**src/icache_pkg.sv**
```systemverilog
package icache_pkg;

    // cpu side word and memory side line
    localparam int WORD_W = 32;
    localparam int LINE_W = 128; // four words per line

    // geometry of one way
    localparam int INDEX_W  = 4;
    localparam int TAG_W    = 24;
    localparam int NUM_SETS = 2 ** INDEX_W; // 16 sets

    // one cpu address, seen either as a flat word or split into fields
    typedef union packed {
        logic [WORD_W-1:0] raw; // flat byte address
        struct packed {
            logic [TAG_W-1:0]   tag;      // compared against the way tags
            logic [INDEX_W-1:0] index;    // set select
            logic [1:0]         word;     // word inside the line
            logic [1:0]         byte_off; // unused, word accesses only
        } f;
    } icache_addr_u;

endpackage

```
**src/icache_hit_merge.sv**
```systemverilog
`timescale 1ns/100ps

module icache_hit_merge #(
    parameter int NUM_WAYS = 4
) (
    input  logic [NUM_WAYS-1:0]                             way_hit_i,
    input  logic [NUM_WAYS-1:0]                             way_valid_i,
    input  logic [NUM_WAYS-1:0]                             way_dirty_i,
    input  logic [NUM_WAYS-1:0][icache_pkg::TAG_W-1:0]      way_tag_i,
    input  logic [NUM_WAYS-1:0][icache_pkg::LINE_W-1:0]     way_line_i,
    input  logic [$clog2(NUM_WAYS)-1:0]                     victim_way_i,
    output logic                                            hit_o,
    output logic [$clog2(NUM_WAYS)-1:0]                     hit_way_o,
    output logic [icache_pkg::LINE_W-1:0]                   hit_line_o,
    output logic [NUM_WAYS-1:0]                             valid_vec_o,
    output logic [icache_pkg::TAG_W-1:0]                    victim_tag_o,
    output logic                                            victim_dirty_o,
    output logic                                            victim_valid_o,
    output logic [icache_pkg::LINE_W-1:0]                   victim_line_o
);

    localparam int WAY_W = $clog2(NUM_WAYS);

    assign hit_o = |way_hit_i; // at most one way matches

    // encode the matching way and pick its line
    always_comb begin
        hit_way_o  = '0;
        hit_line_o = '0;
        for (int w = 0; w < NUM_WAYS; w++) begin
            if (way_hit_i[w]) begin
                hit_way_o  = WAY_W'(w);
                hit_line_o = way_line_i[w];
            end
        end
    end

    // plru needs the valid bits to prefer an empty way
    assign valid_vec_o = way_valid_i;

    // victim fields for write back and the miss decision
    assign victim_tag_o   = way_tag_i[victim_way_i];
    assign victim_dirty_o = way_dirty_i[victim_way_i];
    assign victim_valid_o = way_valid_i[victim_way_i];
    assign victim_line_o  = way_line_i[victim_way_i];
endmodule

```
**config.mk**
```make
export PLATFORM = sky130hd
export DESIGN_NAME = icache_hit_merge
export DESIGN_NICKNAME = d
export VERILOG_FILES = /design/src/icache_pkg.sv /design/src/icache_hit_merge.sv
export SDC_FILE = /design/constraint.sdc
export NUM_CORES = 1
export LEC_CHECK = 0
export ABC_AREA = 0
export BUFFER_PORTS_ARGS = -buffer_cell sky130_fd_sc_hd__buf_2
export CORE_AREA = 2 2 358 360
export DETAILED_ROUTE_END_ITERATION = 8
export DIE_AREA = 0 0 360 362
export PLACE_DENSITY = 0.3
export SLEW_MARGIN = 5
export SYNTH_ARGS = -nofsm -noshare
export SYNTH_HDL_FRONTEND = slang
export SYNTH_SLANG_ARGS = --single-unit
```
**constraint.sdc**
```tcl
create_clock -name vclk -period 1.75
set_input_delay 0.35 -clock vclk [all_inputs]
set_output_delay 0.35 -clock vclk [all_outputs]
set_load 0.01 [all_outputs]
```
==> results.json <==
{
  "status": "finished with violations",
  "violations": "setup timing",
  "worst_slew_pin_slew_ns": 0.354,
  "postLayoutCoreUtil_pct": 14.6,
  "grt_max_degree": 39,
  "regArea_um2": 0,
  "combPwrFrac_pct": 100.0,
  "final_nets": 2407,
  "die_area_mm2": 0.130,
  "vias": 12800,
  "syn_area_mm2": 0.00719,
  "hold_ws_ns": 0.954,
  "period_needed_ns": 2.08,
  "pwr-share-clk_pct": 0,
  "drt-total-wl_um": 100000,
  "dr.pass1.iters": 5,
  "die_h_um": 362,
  "path_class": "in -> out",
  "drv_slew": 0,
  "irDropWorstVdd_mv": 0.114,
  "grt_setup_unrepaired": "true",
  "worstSetupStartpointType": "input pin",
  "crit_buf_inv": 6,
  "wl_per_cell_um": 29.0,
  "netlist_instances": 782,
  "seqPwrFrac_pct": 0,
  "core.rowCount": 131,
  "total_leakage_power_uw": 0.00779,
  "cpMostUsedCell": "buf_4",
  "grt-ovfl-total": 0,
  "critPathCaptureType": "output pin",
  "start_util_pct": 5.68,
  "clockBufferCount": 0,
  "fp.coreArea_mm2": 0.127,
  "grt_pass1_vias": 12700,
  "portBuffers": 911,
  "drtAntennaViolNets": 0,
  "drtIter0Drc": 891,
  "yosys_warnings": 0,
  "switching_share_pct": 48.9,
  "cap_violations": 0,
  "grt_use_total_pct": 13.9,
  "finalCritPeriodShare_pct": 119,
  "yosysSeqAreaShare_pct": 0,
  "gp_congestion": 0.940,
  "crit_fanout": 16,
  "power_density_mw_per_mm2": 306,
  "synth.top_cell.area_share_pct": 48.2,
  "crit_path_max_incr_delay_ns": 0.28,
  "intPower_uw": 2900,
  "hold_path_class": "in -> out",
  "fin_ws_ns": -0.325,
  "area_growth_pct": 158,
  "syn-num-nets": 1404,
  "vias_per_cell": 3.71,
  "num_io_pins": 911,
  "cpLargestDelayFamily": "buffers and inverters",
  "drive_gt1_share_pct": 81.9,
  "antenna_found_initial": 114,
  "die_w_um": 360,
  "synthTopCellsByArea": "mux4_2 48%, a221oi_1 15%, nor2b_1 11%",
  "worstPathArrival_ns": 1.73,
  "finalHoldViolations": 0,
  "place_hpwl_um": 81700,
  "critPathRequiredTime_ns": 1.40,
  "finalSetupViolCount": 277,
  "nFlopsAndLatches": 0,
  "postCtsHoldBufs": 0,
  "drc": 0,
  "synth_area_leader_cell": "mux4_2",
  "synth_cell_type_count": 16,
  "path_cells": "clkbuf_16 > nor4b_4 > buf_4 > buf_12 > buf_4 > nand2_1 > o21ai_1 > buf_4 > buf_2",
  "switchingPower_uw": 2780,
  "synth.avg_cell_area_um2": 9.20,
  "critPathSlowestCell": "nor4b_4",
  "slew-limit-headroom_pct": 76.4,
  "max_freq_mhz": 482,
  "grt_pass1_wl_um": 124000
}
[stage by stage]
stage / setup TNS, ns / power, uW / instances / cell area, um^2 / worst slack [ns]
detailed placement: -66.81 / 4320 / 3370 / 14600 / -0.632
CTS: -56.13 / 5010 / 3418 / 16700 / -0.319
global placement: -66.79 / 4360 / 3370 / 14600 / -0.638
finish: -44.39 / 5680 / 3463 / 18600 / -0.325
floorplan: 0 / 1790 / 782 / 7190 / 0.0366
global route: -58.65 / 5970 / 3454 / 18500 / -0.388
[repair_timing]
| action | 4_1_cts | 5_1_grt |
|---|---|---|
| setup buffers | 28 | 18 |
| setup endpoints to repair | 281 | 284 |
| gates resized for setup | 287 | 343 |
| pin swaps | 68 | 29 |
| gates cloned | 22 | 12 |
[per-layer routing]
| metal | share of wire (%) | GRT usage [%] |
|---|---|---|
| met1 | 42 | 18.2 |
| met2 | 44 | 22.6 |
| met3 | 10 | 4.59 |
| met4 | 3.2 | 2.36 |
| met5 | 0.18 | 0 |
[worst paths after layout]
kind,from,to,slack [ns],cells past startpoint
worst max-delay path,way_hit_i[3],hit_line_o[117],-0.33,9
worst min-delay path,way_valid_i[2],valid_vec_o[2],0.95,2
[layout by cell type (no fill, tap or decap), types with 2 or more instances in the layout]
cell,instances
a221oi_1,44
a221oi_2,72
a221oi_4,11
buf_12,45
buf_16,30
buf_2,760
buf_4,73
buf_6,168
buf_8,19
bufbuf_16,3
clkbuf_16,13
diode_2,18
mux4_2,154
nand2_1,78
nand2_2,21
nand2_4,29
nor2b_1,126
o21ai_0,4
o21ai_1,66
o21ai_2,52
o21ai_4,6
or2_4,2
[power groups by stage]
stage / Combinational, uW / Clock (uW) / Sequential (uW)
2_1_floorplan: 1790 / 0 / 0
3_3_place_gp: 4360 / 0 / 0
3_5_place_dp: 4320 / 0 / 0
4_1_cts: 5010 / 0 / 0
5_1_grt: 5970 / 0.000662 / 0
6_report: 5680 / 0.00119 / 0
[final cells by class]
class	count	area, um^2
multi-input cells	672	7760
well taps	1662	2080
fillers	14500	108000
repair buffers	1111	8680
diodes	18	45.0
[Yosys cell counts]
master and count:
mux4_2 154, nand2_1 128, nor2b_1 128, a221oi_1 127, o21ai_1 102, clkbuf_1 37
buf_2 35, buf_4 31, o21ai_0 26, buf_6 7, or2_2 2, a21oi_1 1
a22o_1 1, nand2b_1 1, nor4b_4 1, or3_1 1
[cell families after synthesis]
logic type	synth area share [%]
AND/OR/NAND/NOR	18.5
buffers and inverters	8.70
multiplexers	48.2
AO/OA/AOI/OAI	24.6
Note: power is estimated with default switching activity, not from simulation.
