==> src/icache_pkg.sv <==
package icache_pkg;

    // cpu side word and memory side line
    localparam int WORD_W = 32;
    localparam int LINE_W = 128; // four words per line

    // geometry of one way
    localparam int INDEX_W  = 4;
    localparam int TAG_W    = 24;
    localparam int NUM_SETS = 2 ** INDEX_W; // 16 sets

    // one cpu address, seen either as a flat word or split into fields
    typedef union packed {
        logic [WORD_W-1:0] raw; // flat byte address
        struct packed {
            logic [TAG_W-1:0]   tag;      // compared against the way tags
            logic [INDEX_W-1:0] index;    // set select
            logic [1:0]         word;     // word inside the line
            logic [1:0]         byte_off; // unused, word accesses only
        } f;
    } icache_addr_u;

endpackage

==> src/icache_way.sv <==
`timescale 1ns/100ps

module icache_way (
    input  logic                           clk_i,
    input  logic                           rst_ni,
    input  logic [icache_pkg::INDEX_W-1:0] index_i,
    input  logic [icache_pkg::TAG_W-1:0]   tag_i,    // tag of the cpu request
    input  logic                           we_i,     // write whole entry
    input  logic [icache_pkg::TAG_W-1:0]   wr_tag_i,
    input  logic                           wr_dirty_i,
    input  logic [icache_pkg::LINE_W-1:0]  wr_line_i,
    output logic                           hit_o,
    output logic                           valid_o,
    output logic                           dirty_o,
    output logic [icache_pkg::TAG_W-1:0]   tag_o,
    output logic [icache_pkg::LINE_W-1:0]  line_o
);

    // status bits per set
    logic [icache_pkg::NUM_SETS-1:0] valid_q;
    logic [icache_pkg::NUM_SETS-1:0] dirty_q;

    // payload arrays
    logic [icache_pkg::TAG_W-1:0]  tag_q  [icache_pkg::NUM_SETS];
    logic [icache_pkg::LINE_W-1:0] line_q [icache_pkg::NUM_SETS];

    always_ff @(posedge clk_i or negedge rst_ni) begin
        if (!rst_ni) begin
            valid_q <= '0; // all entries empty
            dirty_q <= '0;
        end else if (we_i) begin
            valid_q[index_i] <= 1'b1;
            dirty_q[index_i] <= wr_dirty_i;
        end
    end

    always_ff @(posedge clk_i) begin
        if (we_i) begin
            tag_q[index_i]  <= wr_tag_i;
            line_q[index_i] <= wr_line_i;
        end
    end

    // asynchronous read of the indexed set
    assign valid_o = valid_q[index_i];
    assign dirty_o = dirty_q[index_i];
    assign tag_o   = tag_q[index_i];
    assign line_o  = line_q[index_i];

    assign hit_o = valid_o && (tag_o == tag_i); // tag match on a valid entry
endmodule

==> config.mk <==
export PLATFORM = sky130hd
export DESIGN_NAME = icache_way
export DESIGN_NICKNAME = d
export VERILOG_FILES = /design/src/icache_pkg.sv /design/src/icache_way.sv
export SDC_FILE = /design/constraint.sdc
export NUM_CORES = 2
export LEC_CHECK = 0
export BUFFER_PORTS_ARGS = -buffer_cell sky130_fd_sc_hd__buf_2
export CAP_MARGIN = 25
export CORE_MARGIN = 2
export CORE_UTILIZATION = 40
export CTS_BUF_LIST = sky130_fd_sc_hd__clkbuf_16
export DETAILED_ROUTE_END_ITERATION = 10
export GPL_TIMING_DRIVEN = 0
export MAX_ROUTING_LAYER = met4
export PLACE_DENSITY = 0.56
export SLEW_MARGIN = 10
export SYNTH_ARGS = -nofsm -noshare
export SYNTH_HDL_FRONTEND = slang
export SYNTH_SLANG_ARGS = --single-unit
export TNS_END_PERCENT = 50
==> constraint.sdc <==
create_clock -name clk_i -period 7.9 [get_ports clk_i]
set_input_delay 1.58 -clock clk_i [delete_from_list [all_inputs] [get_ports clk_i]]
set_output_delay 1.58 -clock clk_i [all_outputs]
set_load 0.05 [all_outputs]
==> results.cfg <==
[setup_path]
cp_num_cells = 10
worst_ep_arrival_time_ns = 6.17
worstSetupPathType = in -> out
worstSetupEndpointType = output port
path_buf_inv = 4
slowest_delay_ns = 0.80
cp.required_ns = 6.32
start_kind = primary input
critPathMaxFanout = 10
worst-r2r-cell-count = 1
cpMostUsedCell = buf_2
cp_top_family = buffers and inverters
slowest_stage = buf_1
crit_chain = buf_2 -> buf_2 -> buf_1 -> mux4_2 -> mux4_2 -> xor2_1 -> nor2_1 -> nand4_1 -> nor4_2 -> buf_2

[route]
ant_nets = 0
vias = 43530
viasPerCell = 5.633
drt_iter0_markers = 4633
post-route-drc-count = 0
wl_um = 247500
wl_per_cell_um = 32.03
dr.pass1.iters = 5

[yosys]
synth_nets = 3869
synth.top_cell.area_share_pct = 78.18
async_flop_share_pct = 1.299
yosysTopAreaCell = edfxtp_1
synth-warning-count = 0
ys_seq_area_share_pct = 79.04
synth_area_per_cell_sq_um = 25.35
synth.distinct_cells = 52
ys_ff_latch = 2464
synth_ff_type = edfxtp_1
ys_top_cells_by_area = edfxtp_1 78%, mux4_2 18%, dfrtp_1 0.86%
synth-edff-count = 2432
syn_inst = 3685
syn_area_sq_um = 93410

[clock_network]
htreeDepth = 4
cts_inserted_buffers = 241
cts_buffer_depth = 3
hold_buffers = 0
tritoncts = built
clk_pin_slew_ns = 0.06
clk_latency_ns = 0.89
clock-sinks = 2464
post-cts-setup-buffer-count = 0
root_buffer = clkbuf_16
cts_resized = 0

[finish]
syn_to_final_growth_pct = 17.71
final_nets = 4608
layout.cells.non_filler = 7728
fillers = 18840
ff_latch_area_sq_um = 73830
final_layout_size_suffix_gt1_share_pct = 36.53
multi_input_area_sq_um = 18790

[timing]
drv_slew = 0
hold_viol = 0
max-slew-margin-rel_pct = 29.06
max_freq_ghz = 0.1290
period_needed_ns = 7.752
fin_tns_setup_ns = 0
holdWs_ns = 0.4651
fin_crit_sh_pct = 98.13
finalClockSkew_ns = 0
grt_setup_unrepaired = no
setup_viol = 0
worstMarginPinSlew_ns = 1.062

[grt]
grt_max_degree = 70
first_global_vias = 44500
grt_usage_pct = 21.45
antenna_found_initial = 78
grt_overflow = 0
grt_pass1_wl_um = 346000

[floorplan]
coreArea_sq_um = 232300
die_x_um = 487.3
initial_core_util_pct = 40.21
ioPinCount = 339
dieArea_sq_um = 237400
die_h_um = 487.3
rows = 177

[place]
dp_hpwl_um = 159900
io_buffers = 334
place_inst = 7222
gp_congestion = 0.8356

[min_path]
hold_path_class = reg -> reg
min_path_cells = 1

[pwr]
p_leak_nw = 34.98
ir_worst_vdd_mv = 0.1828
power.density_nw_per_um2 = 249.0
power_mw = 27.38

[flow_run]
maxCapViolCount = 0

[outcome]
outcome = complete, no violations
layout make-up:
cell class	instances	share of cell area, %
inverters	15	0.06486
repair buffers	496	4.750
multi-input cells	1022	17.09
flip-flops and latches	2464	67.14
plain buffers	184	0.7738
clock inverters	195	0.9535
clock buffers	247	5.621
diodes	62	0.1411
well taps	3043	3.463
layout by cell type, fill, tap and decap left out, drive strengths merged, types with 3 or more instances in the layout:
master | synthesis | routed
a211oi | 3 | 3
a21oi | 15 | 15
a221oi | 3 | 3
a22oi | 9 | 9
a31oi | 3 | 3
and3 | 5 | 5
buf | 91 | 587
bufinv | 0 | 6
clkbuf | 93 | 340
clkinv | 0 | 116
clkinvlp | 0 | 3
dfrtp | 32 | 32
diode | 0 | 62
edfxtp | 2432 | 2432
inv | 15 | 85
mux2 | 18 | 18
mux2i | 41 | 41
mux4 | 745 | 745
nand2 | 40 | 40
nand2b | 5 | 5
nand3 | 4 | 4
nor2 | 32 | 32
nor2b | 4 | 4
nor3 | 3 | 3
o21ai | 19 | 19
o221ai | 3 | 3
o22ai | 4 | 4
or2 | 16 | 16
xnor2 | 19 | 19
xor2 | 9 | 9
through the flow:
stage	utilization (%)	setup WS [ns]	area, sq um
after floorplan	-	-2.650	93440
after global placement	42.58	-14.74	98920
after detailed placement	44.14	0.08659	102500
after CTS	47.25	0.08049	109800
after global routing	47.31	0.1354	109900
final	47.33	0.1480	110000
worst paths after layout:
| path | end | startpoint | slack (ns) |
|---|---|---|---|
| max | hit_o | index_i[3] | 0.15 |
| max reg2reg | valid_q[10] | valid_q[10] | 7.11 |
| min | valid_q[15] | valid_q[15] | 0.47 |
| min in group asynchronous | dirty_q[4] | rst_ni | 0.74 |
| max in group asynchronous | dirty_q[5] | rst_ni | 6.69 |
| min reg2reg | valid_q[15] | valid_q[15] | 0.47 |
power by group:
part,switching [mW],internal (mW)
combinational,1.32,0.735
sequential,0.0673,14.7
clock,4.81,5.80
total,6.19,21.2
sequential cells by signal (all words and copies together), names as in the netlist:
name     cells
line_q    2048
tag_q      384
valid_q     16
dirty_q     16
cell families (layout without fill, tap and decap cells):
| group | count (synthesis) | count (layout) | synth area share [%] |
|---|---|---|---|
| AOI/OAI and AO/OA | 73 | 73 | 0.5170 |
| xor gates and xnor gates | 28 | 28 | 0.2625 |
| buffers and inverters | 199 | 1137 | 0.9577 |
| DFF | 2464 | 2464 | 79.04 |
| muxes | 804 | 804 | 18.63 |
| other | 0 | 62 | 0 |
| and+or+nand+nor | 117 | 117 | 0.5934 |
synth_stat cells, types with 3 or more instances:
| cell | count |
|---|---|
| o21ai_0 | 14 |
| nor2b_1 | 4 |
| nand3_1 | 4 |
| or2_2 | 16 |
| o21ai_1 | 5 |
| a211oi_1 | 3 |
| o22ai_1 | 4 |
| clkbuf_1 | 93 |
| buf_6 | 4 |
| a31oi_1 | 3 |
| a21oi_1 | 15 |
| a221oi_1 | 3 |
| dfrtp_1 | 32 |
| nand2_1 | 40 |
| buf_1 | 15 |
| buf_4 | 5 |
| inv_1 | 13 |
| and3_1 | 5 |
| mux2_2 | 18 |
| o221ai_1 | 3 |
| mux4_2 | 745 |
| nor3_1 | 3 |
| nor2_1 | 32 |
| buf_2 | 66 |
| xnor2_1 | 19 |
| nand2b_1 | 5 |
| mux2i_1 | 40 |
| xor2_1 | 9 |
| edfxtp_1 | 2432 |
| a22oi_1 | 9 |
per-layer routing:
metal  up-vias  routed length (um)  global-route usage (%)
met1     23770               99680                   27.75
li1      17670                   -                       -
met3       405               17720                   4.560
met5         -                   0                       -
met2      1692              121800                   34.05
met4         0                8308                   6.936
Note: power is estimated with default switching activity, not from simulation.
