## config.mk

```make
export PLATFORM = sky130hd
export DESIGN_NAME = icache_controller
export DESIGN_NICKNAME = d
export VERILOG_FILES = /design/src/icache_pkg.sv /design/src/icache_controller.sv
export SDC_FILE = /design/constraint.sdc
export NUM_CORES = 1
export LEC_CHECK = 0
export ABC_AREA = 0
export BUFFER_PORTS_ARGS = -buffer_cell sky130_fd_sc_hd__buf_2
export CORE_AREA = 2 2 378 380
export CTS_CLUSTER_SIZE = 8
export DETAILED_ROUTE_END_ITERATION = 10
export DIE_AREA = 0 0 380 382
export SLEW_MARGIN = 40
export SYNTH_ARGS = -nofsm -noshare
export SYNTH_HDL_FRONTEND = slang
export SYNTH_SLANG_ARGS = --single-unit
```

## constraint.sdc

```tcl
create_clock -name clk_i -period 4.5 [get_ports clk_i]
set_clock_uncertainty 0.1 [all_clocks]
set_input_delay 0.225 -clock clk_i [delete_from_list [all_inputs] [get_ports clk_i]]
set_output_delay 0.225 -clock clk_i [all_outputs]
set_load 0.02 [all_outputs]
```

## src/icache_pkg.sv

```systemverilog
package icache_pkg;

    // cpu side word and memory side line
    localparam int WORD_W = 32;
    localparam int LINE_W = 128; // four words per line

    // geometry of one way
    localparam int INDEX_W  = 4;
    localparam int TAG_W    = 24;
    localparam int NUM_SETS = 2 ** INDEX_W; // 16 sets

    // one cpu address, seen either as a flat word or split into fields
    typedef union packed {
        logic [WORD_W-1:0] raw; // flat byte address
        struct packed {
            logic [TAG_W-1:0]   tag;      // compared against the way tags
            logic [INDEX_W-1:0] index;    // set select
            logic [1:0]         word;     // word inside the line
            logic [1:0]         byte_off; // unused, word accesses only
        } f;
    } icache_addr_u;

endpackage

```

## src/icache_controller.sv

```systemverilog
`timescale 1ns/100ps

module icache_controller #(
    parameter int NUM_WAYS = 4
) (
    input  logic                               clk_i,
    input  logic                               rst_ni,
    // cpu side
    input  logic                               cpu_valid_i,
    input  logic                               cpu_rw_i,    // 1 = write
    input  logic [icache_pkg::WORD_W-1:0]      cpu_addr_i,
    input  logic [icache_pkg::WORD_W-1:0]      cpu_wdata_i,
    output logic                               cpu_ready_o,
    output logic [icache_pkg::WORD_W-1:0]      cpu_rdata_o,
    output logic                               stall_o,
    // memory side
    input  logic                               mem_ready_i,
    input  logic [icache_pkg::LINE_W-1:0]      mem_rdata_i,
    output logic                               mem_valid_o,
    output logic                               mem_rw_o,
    output logic [icache_pkg::WORD_W-1:0]      mem_addr_o,
    output logic [icache_pkg::LINE_W-1:0]      mem_wdata_o,
    // from the merge
    input  logic                               hit_i,
    input  logic [$clog2(NUM_WAYS)-1:0]        hit_way_i,
    input  logic [icache_pkg::LINE_W-1:0]      hit_line_i,
    input  logic [$clog2(NUM_WAYS)-1:0]        victim_way_i,
    input  logic [icache_pkg::TAG_W-1:0]       victim_tag_i,
    input  logic                               victim_dirty_i,
    input  logic                               victim_valid_i,
    input  logic [icache_pkg::LINE_W-1:0]      victim_line_i,
    // to the ways
    output logic [icache_pkg::INDEX_W-1:0]     index_o,
    output logic [icache_pkg::TAG_W-1:0]       tag_o,
    output logic [NUM_WAYS-1:0]                way_we_o,
    output logic [icache_pkg::TAG_W-1:0]       wr_tag_o,
    output logic                               wr_dirty_o,
    output logic [icache_pkg::LINE_W-1:0]      wr_line_o,
    // to the plru
    output logic                               touch_o,
    output logic [$clog2(NUM_WAYS)-1:0]        touch_way_o,
    // statistics
    output logic [31:0]                        access_cnt_o,
    output logic [31:0]                        miss_cnt_o,
    output logic [31:0]                        hit_cnt_o
);

    localparam logic [1:0] IDLE        = 2'd0;
    localparam logic [1:0] COMPARE_TAG = 2'd1;
    localparam logic [1:0] ALLOCATE    = 2'd2;
    localparam logic [1:0] WRITE_BACK  = 2'd3;

    logic [1:0] state_q, state_d;

    icache_pkg::icache_addr_u addr;    // current cpu request
    icache_pkg::icache_addr_u wb_addr; // victim line address
    icache_pkg::icache_addr_u rd_addr; // line fill address

    logic [icache_pkg::LINE_W-1:0] merged_line; // hit line with write word
    logic [31:0] access_q, miss_q;
    logic        access_inc, miss_inc;

    assign addr.raw = cpu_addr_i;
    assign index_o  = addr.f.index;
    assign tag_o    = addr.f.tag;

    // line aligned addresses for the memory side
    always_comb begin
        wb_addr.f.tag      = victim_tag_i;
        wb_addr.f.index    = addr.f.index;
        wb_addr.f.word     = 2'b00;
        wb_addr.f.byte_off = 2'b00;
        rd_addr.raw        = addr.raw;
        rd_addr.f.word     = 2'b00; // whole line from word 0
        rd_addr.f.byte_off = 2'b00;
    end

    // word select and write merge
    assign cpu_rdata_o = hit_line_i[addr.f.word*icache_pkg::WORD_W +: icache_pkg::WORD_W];

    always_comb begin
        merged_line = hit_line_i;
        merged_line[addr.f.word*icache_pkg::WORD_W +: icache_pkg::WORD_W] = cpu_wdata_i;
    end

    // request level held while waiting on memory
    assign mem_valid_o = (state_q == ALLOCATE) || (state_q == WRITE_BACK);
    assign mem_rw_o    = (state_q == WRITE_BACK);
    assign mem_addr_o  = mem_rw_o ? wb_addr.raw : rd_addr.raw;
    assign mem_wdata_o = victim_line_i; // only looked at during write back

    assign stall_o = (state_q != IDLE) && !cpu_ready_o;

    always_comb begin
        state_d     = state_q;
        cpu_ready_o = 1'b0;
        way_we_o    = '0;
        wr_tag_o    = addr.f.tag; // a fill or a write hit both store the cpu tag
        wr_dirty_o  = 1'b0;
        wr_line_o   = merged_line;
        touch_o     = 1'b0;
        touch_way_o = hit_way_i;
        access_inc  = 1'b0;
        miss_inc    = 1'b0;

        case (state_q)
            IDLE: begin
                if (cpu_valid_i) begin
                    access_inc = 1'b1;
                    state_d    = COMPARE_TAG;
                end
            end
            COMPARE_TAG: begin
                if (hit_i) begin
                    cpu_ready_o = 1'b1;
                    touch_o     = 1'b1;
                    if (cpu_rw_i) begin
                        way_we_o[hit_way_i] = 1'b1; // merged word into the hit way
                        wr_dirty_o          = 1'b1;
                    end
                    state_d = IDLE;
                end else begin
                    miss_inc = 1'b1;
                    // dirty victim goes out first
                    if (victim_valid_i && victim_dirty_i) begin
                        state_d = WRITE_BACK;
                    end else begin
                        state_d = ALLOCATE;
                    end
                end
            end
            ALLOCATE: begin
                if (mem_ready_i) begin
                    way_we_o[victim_way_i] = 1'b1;
                    wr_line_o              = mem_rdata_i; // fresh line, clean
                    touch_o                = 1'b1;
                    touch_way_o            = victim_way_i;
                    state_d                = COMPARE_TAG; // compare again, now hits
                end
            end
            WRITE_BACK: begin
                if (mem_ready_i) begin
                    state_d = ALLOCATE; // read follows straight away
                end
            end
            default: state_d = IDLE;
        endcase
    end

    always_ff @(posedge clk_i or negedge rst_ni) begin
        if (!rst_ni) begin
            state_q  <= IDLE;
            access_q <= '0;
            miss_q   <= '0;
        end else begin
            state_q <= state_d;
            if (access_inc) begin
                access_q <= access_q + 32'd1;
            end
            if (miss_inc) begin
                miss_q <= miss_q + 32'd1;
            end
        end
    end

    assign access_cnt_o = access_q;
    assign miss_cnt_o   = miss_q;
    assign hit_cnt_o    = access_q - miss_q; // second compare after a fill not counted
endmodule

```

==> flow_summary_export.csv <==
group,metric,value,unit
cts,root_buffer,"sky130_fd_sc_hd__clkbuf_16",
routing,postRouteAntennaNets,0,
timing,setup-tns-final,0,ns
global_routing,overflow_left_after_global_routing,0,
logic_synthesis,synth_flop_cell,"sky130_fd_sc_hd__dfrtp_1",
cts,clkLatencyLatePin,0.36,ns
global_routing,grt_max_degree,64,
timing,setup_viol,0,
timing,max_slew_margin,0.360,
logic_synthesis,ys_async_sr_fraction,1.00,
timing,rsz0062_at_grt,"no",
timing,finalCritPeriodShare,0.823,
global_routing,first_global_vias,12100,
cts,cts_max_level,3,
cells_and_area,instances_no_fill,3658,
logic_synthesis,ys_types,60,
place,number_of_buffer_cells_added_on_primary_ports,689,
logic_synthesis,number_of_flops_mapped_to_enable_cells_by_yosys,0,
logic_synthesis,synth-seq-area-share,0.169,
floorplanning,die_w,380,µm
timing,final_hold_viols,0,
routing,post_detailed_routing_wire_length,84300,µm
routing,detailroute.via_count,12400,
place,dp.final_hpwl,75000,µm
floorplanning,floorplan.core_area,0.141,mm²
setup_path,worstPathRequired,4.18,ns
routing,initialDrtViolationCount,917,
cts,cts-buffers-inserted,9,
setup_path,timing.setup.critical_path_class,"reg -> out",
floorplanning,io_pins,964,
timing,highest_achievable_clock_rate,0.270,GHz
global_routing,antenna_found_initial,39,
global_routing,grt_util_all_layers,0.110,
floorplanning,floorplan.die.height,382,µm
min_path,worst_hold_path_type,"in -> reg",
logic_synthesis,synthesis.instances,1272,
logic_synthesis,syn-mean-instance-area,7.67,µm²
timing,drv_slew,0,
flow_run,drv.max_cap_violation_count,0,
cells_and_area,nets,2274,
cts,cts.reportedPaths.clkPinSlew,0.07,ns
timing,final.min_clock_period,3.71,ns
power,pwr_density_cell,362,mW/mm²
setup_path,worstPathMaxFanout,5,
cts,clock_tree.buffer_depth,2,
logic_synthesis,register_bit_total_from_synthesis,66,
cts,cts.sink_count,66,
routing,drc_errors,0,
routing,detail_route.wl_per_cell,23.1,µm
cells_and_area,drive_gt1_frac,0.469,
setup_path,crit_path_cell_trace,"inv_1, ha_1, fa_1, nand2b_1, a21o_1, a31oi_1, o2111ai_1, o311a_1, o211ai_1, xor2_1, buf_2",
global_routing,grt_first_pass_wirelength,109000,µm
setup_path,setup.worst_path.start_class,"flop",
setup_path,arrival,3.38,ns
power,leakagePower,0.00667,µW
setup_path,critPathSlowestCell,"sky130_fd_sc_hd__dfrtp_1",
setup_path,slowest_delay,0.44,ns
floorplanning,num_rows,138,
cts,cts_tree,"done",
place,gpl.final_weighted_congestion,0.896,
floorplanning,floorplan.initialDensity,0.0692,
place,placedCellCount,3622,
cts,post_cts_setup_bufs,0,
setup_path,cp-end-kind,"output pin",
outcome,status,"finished clean",
logic_synthesis,mappedNetlistArea,0.00975,mm²
cts,resize_count_post_cts,0,
routing,drt_first_pass_iters,5,
floorplanning,die_area,0.145,mm²
cells_and_area,areaGrowthSynthToFinish,50.4,%
routing,via_per_inst,3.38,
timing,worst-slew-pin-transition,0.960,ns
logic_synthesis,yosysWarnings,0,
power,worst_ir_drop_vdd,0.422,mV
-- logic make-up (layout without fill, tap and decap cells) --
| group | count (synthesis) | after routing | synth area share |
|---|---|---|---|
| other cells | 1 | 20 | 0.000384 |
| xor+xnor | 91 | 91 | 0.0817 |
| flops | 66 | 66 | 0.169 |
| simple gates | 457 | 457 | 0.203 |
| compound gates | 243 | 243 | 0.192 |
| buf+inv | 313 | 790 | 0.193 |
| mux | 58 | 58 | 0.104 |
| fa+ha+maj | 43 | 43 | 0.0559 |
-- cell usage after synthesis (22+ instances only) --
| master | number | share of area |
|---|---|---|
| sky130_fd_sc_hd__nand3_1 | 27 | 0.014 |
| sky130_fd_sc_hd__a21oi_1 | 34 | 0.017 |
| sky130_fd_sc_hd__buf_4 | 188 | 0.14 |
| sky130_fd_sc_hd__nor2_1 | 287 | 0.11 |
| sky130_fd_sc_hd__mux2_2 | 25 | 0.029 |
| sky130_fd_sc_hd__nand2_1 | 58 | 0.022 |
| sky130_fd_sc_hd__dfrtp_1 | 66 | 0.17 |
| sky130_fd_sc_hd__nand4_1 | 22 | 0.014 |
| sky130_fd_sc_hd__clkbuf_1 | 68 | 0.026 |
| sky130_fd_sc_hd__mux4_2 | 32 | 0.074 |
| sky130_fd_sc_hd__inv_1 | 51 | 0.020 |
| sky130_fd_sc_hd__a221oi_1 | 128 | 0.11 |
| sky130_fd_sc_hd__ha_1 | 42 | 0.054 |
| sky130_fd_sc_hd__xnor2_1 | 76 | 0.068 |
-- worst max-delay path: cells and delay by family (launching register included) --
kind                       cells  cell delay, ns
AOI/OAI and AO/OA              5            1.22
buffers and inverters          2            0.28
DFF                            1            0.44
xor gates and xnor gates       1            0.22
adders and majority gates      2            0.64
and+or+nand+nor                1            0.21
-- placed cells by master (no fill, tap or decap), types with 22 or more instances in the layout --
cell type                  synthesis  routed
sky130_fd_sc_hd__a21oi_1          34      34
sky130_fd_sc_hd__ha_1             42      41
sky130_fd_sc_hd__nand3_1          27      27
sky130_fd_sc_hd__buf_4           188      23
sky130_fd_sc_hd__nand2_1          58      57
sky130_fd_sc_hd__mux4_2           32      32
sky130_fd_sc_hd__buf_2             4     693
sky130_fd_sc_hd__nor2_1          287     287
sky130_fd_sc_hd__dfrtp_1          66      66
sky130_fd_sc_hd__a221oi_1        128     121
sky130_fd_sc_hd__inv_1            51      47
sky130_fd_sc_hd__nand4_1          22      22
sky130_fd_sc_hd__xnor2_1          76      76
sky130_fd_sc_hd__mux2_2           25      25
-- state kept, by name (all words and copies together) (netlist names) --
name and cells:
miss_cnt_o 32, state_q 2, access_cnt_o 32
-- where the power goes --
part	internal (µW)	leakage (µW)	switching, µW
Sequential	642	0.000877	77.3
Combinational	1140	0.00563	2650
Clock	504	0.000156	298
-- cell type report --
type	instances	area [µm²]
diodes	16	40.0
clock buffers	11	243
clock inverters	5	85.1
fillers	16600	126000
inverters	51	196
multi-input cells	896	6330
flip-flops and latches	66	1650
well taps	1890	2360
repair buffers	723	3760
-- routing by layer --
layer  track usage  wire [µm]
met5       0.00628        226
met4        0.0486       4200
met3        0.0479       9940
met2         0.173      37000
met1         0.128      33000
-- final timing paths --
kind / start / to / slack [ns] / depth (start not counted)
min in group asynchronous: rst_ni / access_cnt_o[14]$_DFFE_PN0P_ / 0.20 / 2
worst min-delay path: victim_dirty_i / state_q[0]$_DFFE_PN0P_ / 0.09 / 3
worst max register to register: state_q[0]$_DFFE_PN0P_ / access_cnt_o[31]$_DFFE_PN0P_ / 1.50 / 9
max in group asynchronous: rst_ni / state_q[0]$_DFFE_PN0P_ / 3.35 / 3
worst min register to register: access_cnt_o[31]$_DFFE_PN0P_ / access_cnt_o[31]$_DFFE_PN0P_ / 0.41 / 1
worst max-delay path: access_cnt_o[0]$_DFFE_PN0P_ / hit_cnt_o[26] / 0.79 / 11
-- repair_timing --
action	CTS	global route
hold endpoints to repair	29	0
hold buffers	1	0
setup endpoints to repair	0	0
-- metrics by stage --
stage	utilization	instance area [µm²]	worst slack [ns]	power [µW]	hold WS [ns]
floorplan	-	9760	1.58	2830	-0.171
CTS	0.104	14600	0.766	5430	0.0793
global route	0.104	14700	0.628	5640	0.104
detailed placement	0.101	14200	1.16	4610	0.219
global placement	0.101	14200	1.14	4580	0.216
finish	0.104	14700	0.794	5320	0.0903
No activity file was read; power rests on OpenSTA's default activity.
