===== config.mk =====
export PLATFORM = sky130hd
export DESIGN_NAME = icache_plru
export DESIGN_NICKNAME = d
export VERILOG_FILES = /design/src/icache_pkg.sv /design/src/icache_plru.sv
export SDC_FILE = /design/constraint.sdc
export NUM_CORES = 1
export LEC_CHECK = 0
export BUFFER_PORTS_ARGS = -buffer_cell sky130_fd_sc_hd__buf_2
export CELL_PAD_IN_SITES_DETAIL_PLACEMENT = 1
export CELL_PAD_IN_SITES_GLOBAL_PLACEMENT = 1
export CORE_ASPECT_RATIO = 0.6
export CORE_UTILIZATION = 42
export DETAILED_ROUTE_END_ITERATION = 16
export PLACE_DENSITY = 0.75
export SYNTH_ARGS = -nofsm -noshare
export SYNTH_HDL_FRONTEND = slang
export SYNTH_SLANG_ARGS = --single-unit
export TNS_END_PERCENT = 20

===== constraint.sdc =====
create_clock -name clk_i -period 2.5 [get_ports clk_i]
set_clock_uncertainty 0.05 [all_clocks]
set_input_delay 0.25 -clock clk_i [delete_from_list [all_inputs] [get_ports clk_i]]
set_output_delay 0.25 -clock clk_i [all_outputs]
set_load 0.02 [all_outputs]

===== src/icache_pkg.sv =====
package icache_pkg;

    // cpu side word and memory side line
    localparam int WORD_W = 32;
    localparam int LINE_W = 128; // four words per line

    // geometry of one way
    localparam int INDEX_W  = 4;
    localparam int TAG_W    = 24;
    localparam int NUM_SETS = 2 ** INDEX_W; // 16 sets

    // one cpu address, seen either as a flat word or split into fields
    typedef union packed {
        logic [WORD_W-1:0] raw; // flat byte address
        struct packed {
            logic [TAG_W-1:0]   tag;      // compared against the way tags
            logic [INDEX_W-1:0] index;    // set select
            logic [1:0]         word;     // word inside the line
            logic [1:0]         byte_off; // unused, word accesses only
        } f;
    } icache_addr_u;

endpackage


===== src/icache_plru.sv =====
`timescale 1ns/100ps

module icache_plru #(
    parameter int NUM_WAYS = 4
) (
    input  logic                           clk_i,
    input  logic                           rst_ni,
    input  logic [icache_pkg::INDEX_W-1:0] index_i,
    input  logic [NUM_WAYS-1:0]            valid_vec_i,
    input  logic                           touch_i,
    input  logic [$clog2(NUM_WAYS)-1:0]    touch_way_i,
    output logic [$clog2(NUM_WAYS)-1:0]    victim_way_o
);

    localparam int WAY_W = $clog2(NUM_WAYS);
    localparam int NODES = NUM_WAYS - 1; // heap order, children of n at 2n+1 and 2n+2

    logic [icache_pkg::NUM_SETS-1:0][NODES-1:0] tree_q;
    logic [NODES-1:0] tree_cur, tree_upd;
    logic [WAY_W-1:0] tree_way;

    assign tree_cur = tree_q[index_i];

    // follow the node bits down to a leaf, msb of the way first
    always_comb begin : walk
        int node;
        node     = 0;
        tree_way = '0;
        for (int l = 0; l < WAY_W; l++) begin
            tree_way[WAY_W-1-l] = tree_cur[node];
            node = 2 * node + 1 + int'(tree_cur[node]);
        end
    end

    // every node on the touched path turns away from it
    always_comb begin : update
        int   node;
        logic dir;
        node     = 0;
        tree_upd = tree_cur;
        for (int l = 0; l < WAY_W; l++) begin
            dir            = touch_way_i[WAY_W-1-l];
            tree_upd[node] = ~dir;
            node           = 2 * node + 1 + int'(dir);
        end
    end

    always_ff @(posedge clk_i or negedge rst_ni) begin
        if (!rst_ni) begin
            tree_q <= '0;
        end else if (touch_i) begin
            tree_q[index_i] <= tree_upd;
        end
    end

    // lowest empty way wins over the tree
    always_comb begin
        victim_way_o = tree_way;
        for (int w = NUM_WAYS - 1; w >= 0; w--) begin
            if (!valid_vec_i[w]) victim_way_o = WAY_W'(w);
        end
    end
endmodule


==> impl_metrics.toml, run 1 <==
[status]
status = "completed"

[floorplan]
start_util_pct = 45.33
core_um2 = 5255
die_w_um = 99.23
die_area_um2 = 5987
rows = 20
num_io_pins = 15
fp.dieH_um = 60.34

[drt]
drt-total-wl_mm = 5.825
drc = 0
post_drt_wl_per_cell_um = 19.95
vias_per_cell = 5.866
ant_nets = 0
num_vias = 1713
drt_iter0_markers = 75
dr.pass1.iters = 4

[power]
p_int_mw = 1.412
ir_worst_vdd_mv = 0.3086
leakage_nw = 1.216
power_switching_mw = 0.6283
power_frac_seq_pct = 53.2
p_comb_share_pct = 23.1
power_mw = 2.040
pwr-share-clk_pct = 23.7
power_density_nw_per_um2 = 761.3
swShare_pct = 30.80

[logic_synthesis]
yosysWarnings = 0
synthesis.area_per_instance_um2 = 11.85
ys_types = 30
syn_area_um2 = 2382
ys_ff_latch = 48
synth_nets = 214
syn_inst = 201
synth-seq-area-share_pct = 50.42

[placed_design]
dp_hpwl_mm = 4.160
gp_congestion = 0.7477
io_buffers = 14
placed_cell_area_um2 = 2579

[min_path]
hold_depth = 3
hold_path.class = "in2reg"

[clock_tree]
clockRootBuffer = "clkbuf_8"
cts_tree = "yes"
cts.sink_count = 48
cts_max_path_buffers = 2
clk_pin_slew_ns = 0.09
cts_buffers = 5
postCtsSetupBuffers = 0
insertion_delay_ns = 0.31
cts_max_level = 2

[cells_and_area]
drive_gt1_share_pct = 24.78
fin_nets = 238
largest_register_ffs = 48
design_area_um2 = 2680
syn_to_final_growth_pct = 12.50
fin_util_pct = 51.00
largest-register = "tree_q"
reg_top3 = "tree_q: 48 flops"
n_antenna_cell = 0

[sta]
hold_violations = 0
holdWs_ns = 0.2577
min_period_ns = 2.352
fin_setup_tns_ns = 0
grt_setup_unrepaired = "no"
max_clock_freq_mhz = 425.2
slew_violations = 0
setup_viol = 0
period_share_pct = 94.06
worstMarginPinSlew_ns = 0.4143
slew_headroom_pct = 72.28

[run]
timing.max_cap.violations = 0

[critical_path]
critical_path_arrival_ns = 2.05
cp-start-kind = "register"
setup.worst_path.class = "reg2out"
crit_required_ns = 2.20
crit_path_end_kind = "primary output"
worstPathMaxFanout = 2
reg2reg_depth = 5

[global_routing]
grt_pass1_wl_mm = 9.597
first_global_vias = 1768
grt-ovfl-total = 0
grt_usage_pct = 22.58
antenna_found_initial = 0
grt_max_degree = 49
==> per-stage QoR <==
stage / setup WS [ns] / cells
2_1_floorplan: 0.4530 / 201
3_3_place_gp: 0.08398 / 283
3_5_place_dp: 0.07760 / 283
4_1_cts: 0.06382 / 292
5_1_grt: 0.01750 / 292
6_report: 0.1484 / 292
==> area by class of cell <==
| type | count | area [um2] |
|---|---|---|
| Sequential cell | 48 | 1201 |
| Timing Repair Buffer | 27 | 185.2 |
| Inverter | 10 | 37.54 |
| Clock inverter | 3 | 23.77 |
| Tap cell | 66 | 82.58 |
| Clock buffer | 5 | 68.82 |
| Multi-Input combinational cell | 133 | 1081 |
| Fill cell | 561 | 2575 |
==> worst paths after layout <==
path / start / slack [ns] / to
max in group asynchronous: rst_ni / 1.77 / tree_q[19]
setup / recovery: tree_q[16] / 0.15 / victim_way_o[0]
min in group asynchronous: rst_ni / 0.38 / tree_q[47]
setup reg to reg: tree_q[17] / 0.46 / tree_q[29]
hold / removal: touch_i / 0.26 / tree_q[21]
hold reg to reg: tree_q[3] / 0.44 / tree_q[3]
==> repair_timing <==
item                       in CTS  in global routing
hold endpoints to repair       48                  0
resized for setup               0                  2
hold buffers                    1                  0
setup endpoints to repair       0                  1
==> synthesized netlist by cell type <==
cell / n / share of area (%)
nand3_2: 1 / 0.42
nand2b_1: 3 / 0.79
or4_1: 1 / 0.32
buf_2: 2 / 0.42
a21oi_2: 1 / 0.37
o211a_1: 1 / 0.42
mux2i_1: 9 / 3.8
a22oi_1: 2 / 0.63
dfrtp_1: 48 / 50
nor3_1: 6 / 1.3
clkbuf_1: 5 / 0.79
o21ai_0: 14 / 2.9
nor2b_1: 4 / 1.1
nand4_1: 1 / 0.26
nand2_1: 17 / 2.7
mux2_2: 15 / 7.1
nor4_1: 1 / 0.26
mux2_4: 2 / 1.3
nor2_1: 17 / 2.7
a22oi_2: 1 / 0.53
mux4_2: 1 / 0.95
nand3_1: 8 / 1.7
inv_1: 10 / 1.6
buf_6: 2 / 0.95
or3_1: 2 / 0.53
o31ai_1: 3 / 0.95
a31oi_1: 1 / 0.26
mux4_1: 11 / 12
buf_4: 1 / 0.32
a21oi_1: 11 / 2.3
==> logic make-up after synthesis <==
kind of cell	Yosys count	synth area share (%)
multiplexers	38	25.21
buffers and inverters	20	4.044
flip-flops	48	50.42
AO/OA/AOI/OAI	34	8.403
AND/OR/NAND/NOR	61	11.92
==> worst max-delay path: stages (launching register included) <==
cell	delay [ns]
dfrtp_1	0.39
mux4_1	0.56
a22oi_1	0.21
nand3_1	0.16
mux2i_1	0.16
a31oi_1	0.09
buf_2	0.16
==> power by group through the flow <==
stage	Combinational [mW]	Sequential [mW]	Clock [mW]
detailed placement	0.472	1.10	0
CTS	0.474	1.09	0.495
global route	0.528	1.11	0.531
global placement	0.447	1.09	0
floorplan	0.354	1.04	0
finish	0.471	1.09	0.484
==> cells in the final DEF, fill, tap and decap left out, types with 10 or more instances in the layout <==
master   instances
buf_4           11
o21ai_0         14
mux2_2          15
buf_2           13
nor2_1          17
inv_1           10
a21oi_1         11
dfrtp_1         48
nand2_1         17
mux4_1          10
==> metal layers <==
layer  track usage, %  share of wire (%)
met1            32.53                 53
met2            34.33                 42
met3            5.645                4.2
met4            6.933                1.1
met5                0                  0
Power figures use the tool's default switching activity.
==> run 2, diff against run 1 <==
- CORE_MARGIN: not set -> 5
==> run 2 against run 1 <==
  * Highest routed layer unchanged
  * Critical path depth did not move
  * Critical path type unchanged
  * Register-to-register slack worse by 0.02 ns
  * First-iteration DRC count shrank 37%
  * Design area is 0.51% lower
  * Largest cell class unchanged
  * Via count down 5.8%
==> impl_metrics.toml, run 2 (synthesized netlist as in run 1, its figures left out) <==
[status]
status = "completed"

[placed_design]
gp_congestion = 0.7710
dp_hpwl_mm = 4.019
placed_cell_area_um2 = 2569
post-place-cells = 295
place_ws_ns = 0.1143
io_buffers = 14

[critical_path]
worstPathCellList = "mux4_1 -> a22oi_2 -> nand3_1 -> mux2i_1 -> a31oi_1 -> buf_4"
critical_path_arrival_ns = 2.03
cp_slowest_cell = "mux4_1"
cp-start-kind = "register"
crit_path_end_kind = "primary output"
setup.worst_path.class = "reg2out"
crit_required_ns = 2.20
worstPathMaxFanout = 2
crit_buf_inv = 1
crit_family = "multiplexers"
cpPeakStageDelay_ns = 0.51

[sta]
period_share_pct = 93.18
worstMarginPinSlew_ns = 0.6064
holdWs_ns = 0.2977
fin_setup_tns_ns = 0
min_period_ns = 2.329
slew_headroom_pct = 59.26
max_clock_freq_mhz = 429.3
setup_viol = 0
worst_slack_ns = 0.1706
slew_violations = 0
grt_setup_unrepaired = "no"
hold_violations = 0

[power]
power_frac_seq_pct = 54.2
swShare_pct = 29.30
p_int_mw = 1.403
pwr-share-clk_pct = 22.6
power_density_nw_per_um2 = 744.1
power_switching_mw = 0.5812
power_mw = 1.984
p_comb_share_pct = 23.2
ir_worst_vdd_mv = 0.2740
leakage_nw = 1.205

[cells_and_area]
fin_cells = 303
largest-register = "tree_q"
reg_top3 = "tree_q: 48 flops"
largest_register_ffs = 48
mostFrequentLayoutCells = "48 x dfrtp_1, 17 x nand2_1, 17 x nor2_1"
drive_gt1_share_pct = 23.32
n_antenna_cell = 0
design_area_um2 = 2666
nFillCells = 583
fin_nets = 236
syn_to_final_growth_pct = 11.92
layout_commonest_cell = "dfrtp_1"
fin_util_pct = 48.09

[run]
timing.max_cap.violations = 0

[floorplan]
die_area_um2 = 7328
die_w_um = 107.2
num_io_pins = 15
start_util_pct = 42.97
rows = 21
fp.dieH_um = 68.34
core_um2 = 5544

[global_routing]
grt_usage_pct = 16.59
first_global_vias = 1665
grt_max_degree = 26
grt_pass1_wl_mm = 9.059
antenna_found_initial = 0
grt-ovfl-total = 0

[clock_tree]
cts_max_path_buffers = 2
clk_pin_slew_ns = 0.09
cts.sink_count = 48
cts_max_level = 2
clockRootBuffer = "clkbuf_8"
postCtsSetupBuffers = 0
cts_buffers = 5
insertion_delay_ns = 0.30
cts_tree = "yes"

[drt]
dr.pass1.iters = 4
drc = 0
post_drt_wl_per_cell_um = 17.87
num_vias = 1613
drt_iter0_markers = 47
ant_nets = 0
vias_per_cell = 5.323
drt-total-wl_mm = 5.415

[min_path]
hold_path.class = "in2reg"
[run 2: cell count changes in the layout (fill, tap and decap cells not counted), sizes merged]
| cell | change |
|---|---|
| buf | -2 |
| clkbuf | +1 |
| clkinvlp | -2 |
[run 2: area by class of cell]
| type | count | area, um2 | share of cell area [%] |
|---|---|---|---|
| sequential | 48 | 1201 | 45.05 |
| multi-input combinational | 133 | 1090 | 40.87 |
| timing repair buffer | 25 | 160.2 | 6.007 |
| tap | 80 | 100.1 | 3.754 |
| clock buffer | 6 | 72.57 | 2.722 |
| inverter | 10 | 37.54 | 1.408 |
| clock inverter | 1 | 5.005 | 0.1877 |
[run 2: tightest hold or removal path, cell delays in order]
cell,delay (ns)
buf_2,0.13
nand3_1,0.15
o31ai_1,0.08
[run 2: repair_timing]
action	CTS	global route
setup endpoints to repair	0	1
hold buffers	1	0
gates resized for setup	0	3
endpoints found under the hold margin	11	0
[run 2: routing by layer]
metal  GRT usage, %  share of wire (%)
met5              0                  0
met4          4.306               0.55
met3          3.487                4.0
met2          23.83                 41
met1          25.31                 54
[run 2: power by group through the flow]
stage / registers [mW] / clock network, mW / logic [mW]
3_5_place_dp: 1.09 / 0 / 0.464
6_report: 1.08 / 0.448 / 0.460
2_1_floorplan: 1.04 / 0 / 0.354
5_1_grt: 1.10 / 0.501 / 0.516
4_1_cts: 1.08 / 0.462 / 0.463
3_3_place_gp: 1.08 / 0 / 0.441
[run 2: final timing paths]
path	from	endpoint	slack, ns	cells after the start
max reg2reg	tree_q[8]	tree_q[20]	0.44	5
min	touch_i	tree_q[21]	0.30	3
min in group asynchronous	rst_ni	tree_q[1]	0.31	2
min reg2reg	tree_q[42]	tree_q[42]	0.43	2
max in group asynchronous	rst_ni	tree_q[21]	1.44	3
max	tree_q[0]	victim_way_o[0]	0.17	6
==> run 3, diff against run 2 <==
- CORE_ASPECT_RATIO: 0.6 -> 2
- PLACE_DENSITY: 0.75 -> not set
- PLACE_DENSITY_LB_ADDON: not set -> 0.1
==> run 3 against run 2 <==
  * The flow now finishes with violations (hold timing)
  * Design area fell by 2.0%
  * Critical path type is now in2out
  * Non-clock buffer count fell by 2
  * Sequential power about the same
  * Global-route usage grew 0.10 points
  * Sequential share of layout area rose by 0.93 points
==> impl_metrics.toml, run 3 (synthesized netlist as in run 1, its figures left out) <==
[status]
status = "finished, violations left"
violations = "hold timing"

[critical_path]
setup.worst_path.class = "in2out"
crit_family = "multiplexers"
r2r_slack_ns = 0.45
crit_required_ns = 2.20
worstPathCellList = "buf_2 -> buf_4 -> mux4_1 -> nand3_1 -> nand3_1 -> mux2i_1 -> a31oi_1 -> buf_4"
cp_num_cells = 8
cp_slowest_cell = "mux4_1"
reg2reg_depth = 5
worstPathMaxFanout = 14
critical_path_arrival_ns = 2.10
cp-start-kind = "primary input"
critPathCapture = "victim_way_o[0]"
cpPeakStageDelay_ns = 0.58
reg2reg_to = "tree_q[2]"
crit_buf_inv = 3
crit_path_end_kind = "primary output"
r2r_start = "tree_q[5]"
setup.worst_path.start = "index_i[0]"

[cells_and_area]
reg_top3 = "tree_q: 48 flops"
drive_gt1_share_pct = 22.83
fin_nets = 234
n_antenna_cell = 0
largest_register_ffs = 48
syn_to_final_growth_pct = 9.664
seq_area_um2 = 1201
multi_input_area_um2 = 1090
layout_commonest_cell = "dfrtp_1"
mostFrequentLayoutCells = "48 x dfrtp_1, 17 x nand2_1, 17 x nor2_1"
nFillCells = 597
fin_util_pct = 47.78
largest-register = "tree_q"

[placed_design]
io_buffers = 14
gp_congestion = 0.8456
dp_hpwl_mm = 4.110
place_ws_ns = 0.06844

[sta]
period_share_pct = 95.89
hold_violations = 13
grt_setup_unrepaired = "no"
worstMarginPinSlew_ns = 0.7189
holdWs_ns = -0.02240
setup_viol = 0
max_clock_freq_mhz = 417.2
min_period_ns = 2.397
worst_slack_ns = 0.1028
slew_headroom_pct = 51.71
fin_setup_tns_ns = 0
slew_violations = 0

[power]
pwr-share-clk_pct = 21.4
ir_worst_vdd_mv = 0.5657
power_density_nw_per_um2 = 744.9
swShare_pct = 28.51
power_frac_seq_pct = 54.9
power_switching_mw = 0.5548
p_int_mw = 1.391
p_comb_share_pct = 23.7
leakage_nw = 1.189

[floorplan]
start_util_pct = 43.57
core_um2 = 5468
fp.dieH_um = 116.5
rows = 38
num_io_pins = 15
die_w_um = 63.26
die_area_um2 = 7370

[drt]
drc = 0
vias_per_cell = 5.878
drt-total-wl_mm = 5.520
num_vias = 1640
drt_iter0_markers = 35
ant_nets = 0
dr.pass1.iters = 4
post_drt_wl_per_cell_um = 19.78

[clock_tree]
clockRootBuffer = "clkbuf_8"
postCtsSetupBuffers = 0
cts_max_path_buffers = 2
insertion_delay_ns = 0.30
postCtsHoldBufs = 0
clk_pin_slew_ns = 0.09
cts_buffers = 5
cts_tree = "yes"
cts.sink_count = 48
cts_max_level = 2
ctsResizeCount = 0

[global_routing]
grt-ovfl-total = 0
grt_max_degree = 49
first_global_vias = 1872
antenna_found_initial = 0
grt_pass1_wl_mm = 9.542
grt_usage_pct = 16.70

[min_path]
hold_path.class = "in2async"

[run]
timing.max_cap.violations = 0
==> run 3: changes by cell type in the layout (fill, tap and decap cells not counted), sizes merged <==
cell	change
clkinv	-1
clkbuf	-2
dlygate4sd3	-1
==> run 3: final cells by class <==
cell class              instances  area share [%]
repair buffers                 23           5.364
flip-flops and latches         48           45.98
well taps                      60           2.874
multi-input cells             133           41.71
inverters                      10           1.437
clock buffers                   5           2.634
==> run 3: through the flow <==
stage / total power [mW] / std cells / area (um2) / hold WS (ns)
after floorplan: 1.395 / 201 / 2382 / -0.09559
after global placement: 1.509 / 274 / 2536 / 0.3217
after detailed placement: 1.550 / 274 / 2536 / 0.3358
after CTS: 1.967 / 279 / 2605 / 0.01174
after global routing: 2.073 / 279 / 2613 / 0.04041
final: 1.946 / 279 / 2613 / -0.02240
==> run 3: worst reg2reg max path, delay by kind of cell, from the launching register on <==
family	cells	cell delay, ns
compound gates	1	0.20
flops	1	0.40
mux	3	1.19
simple gates	1	0.10
==> run 3: how the worst min path moves through the flow <==
stage | start | endpoint | slack, ns | depth (start not counted)
3_3_place_gp | rst_ni | tree_q[31] | 0.32 | 2
5_1_grt | rst_ni | tree_q[30] | 0.04 | 2
6_report | rst_ni | tree_q[30] | -0.02 | 2
2_1_floorplan | rst_ni | tree_q[0] | -0.1 | 0
3_5_place_dp | rst_ni | tree_q[30] | 0.34 | 2
4_1_cts | rst_ni | tree_q[30] | 0.01 | 2
==> run 3: power groups by stage <==
| stage | combinational [mW] | sequential (mW) | clock, mW |
|---|---|---|---|
| floorplan | 0.354 | 1.04 | 0 |
| global placement | 0.439 | 1.07 | 0 |
| detailed placement | 0.463 | 1.09 | 0 |
| CTS | 0.465 | 1.07 | 0.431 |
| global route | 0.512 | 1.09 | 0.467 |
| finish | 0.460 | 1.07 | 0.417 |
==> run 3: per-layer routing <==
layer | routed length, um | global-route usage [%]
met5 | 0 | 0
met4 | 121 | 5.825
met3 | 138 | 2.887
met2 | 3026 | 31.73
met1 | 2233 | 18.36
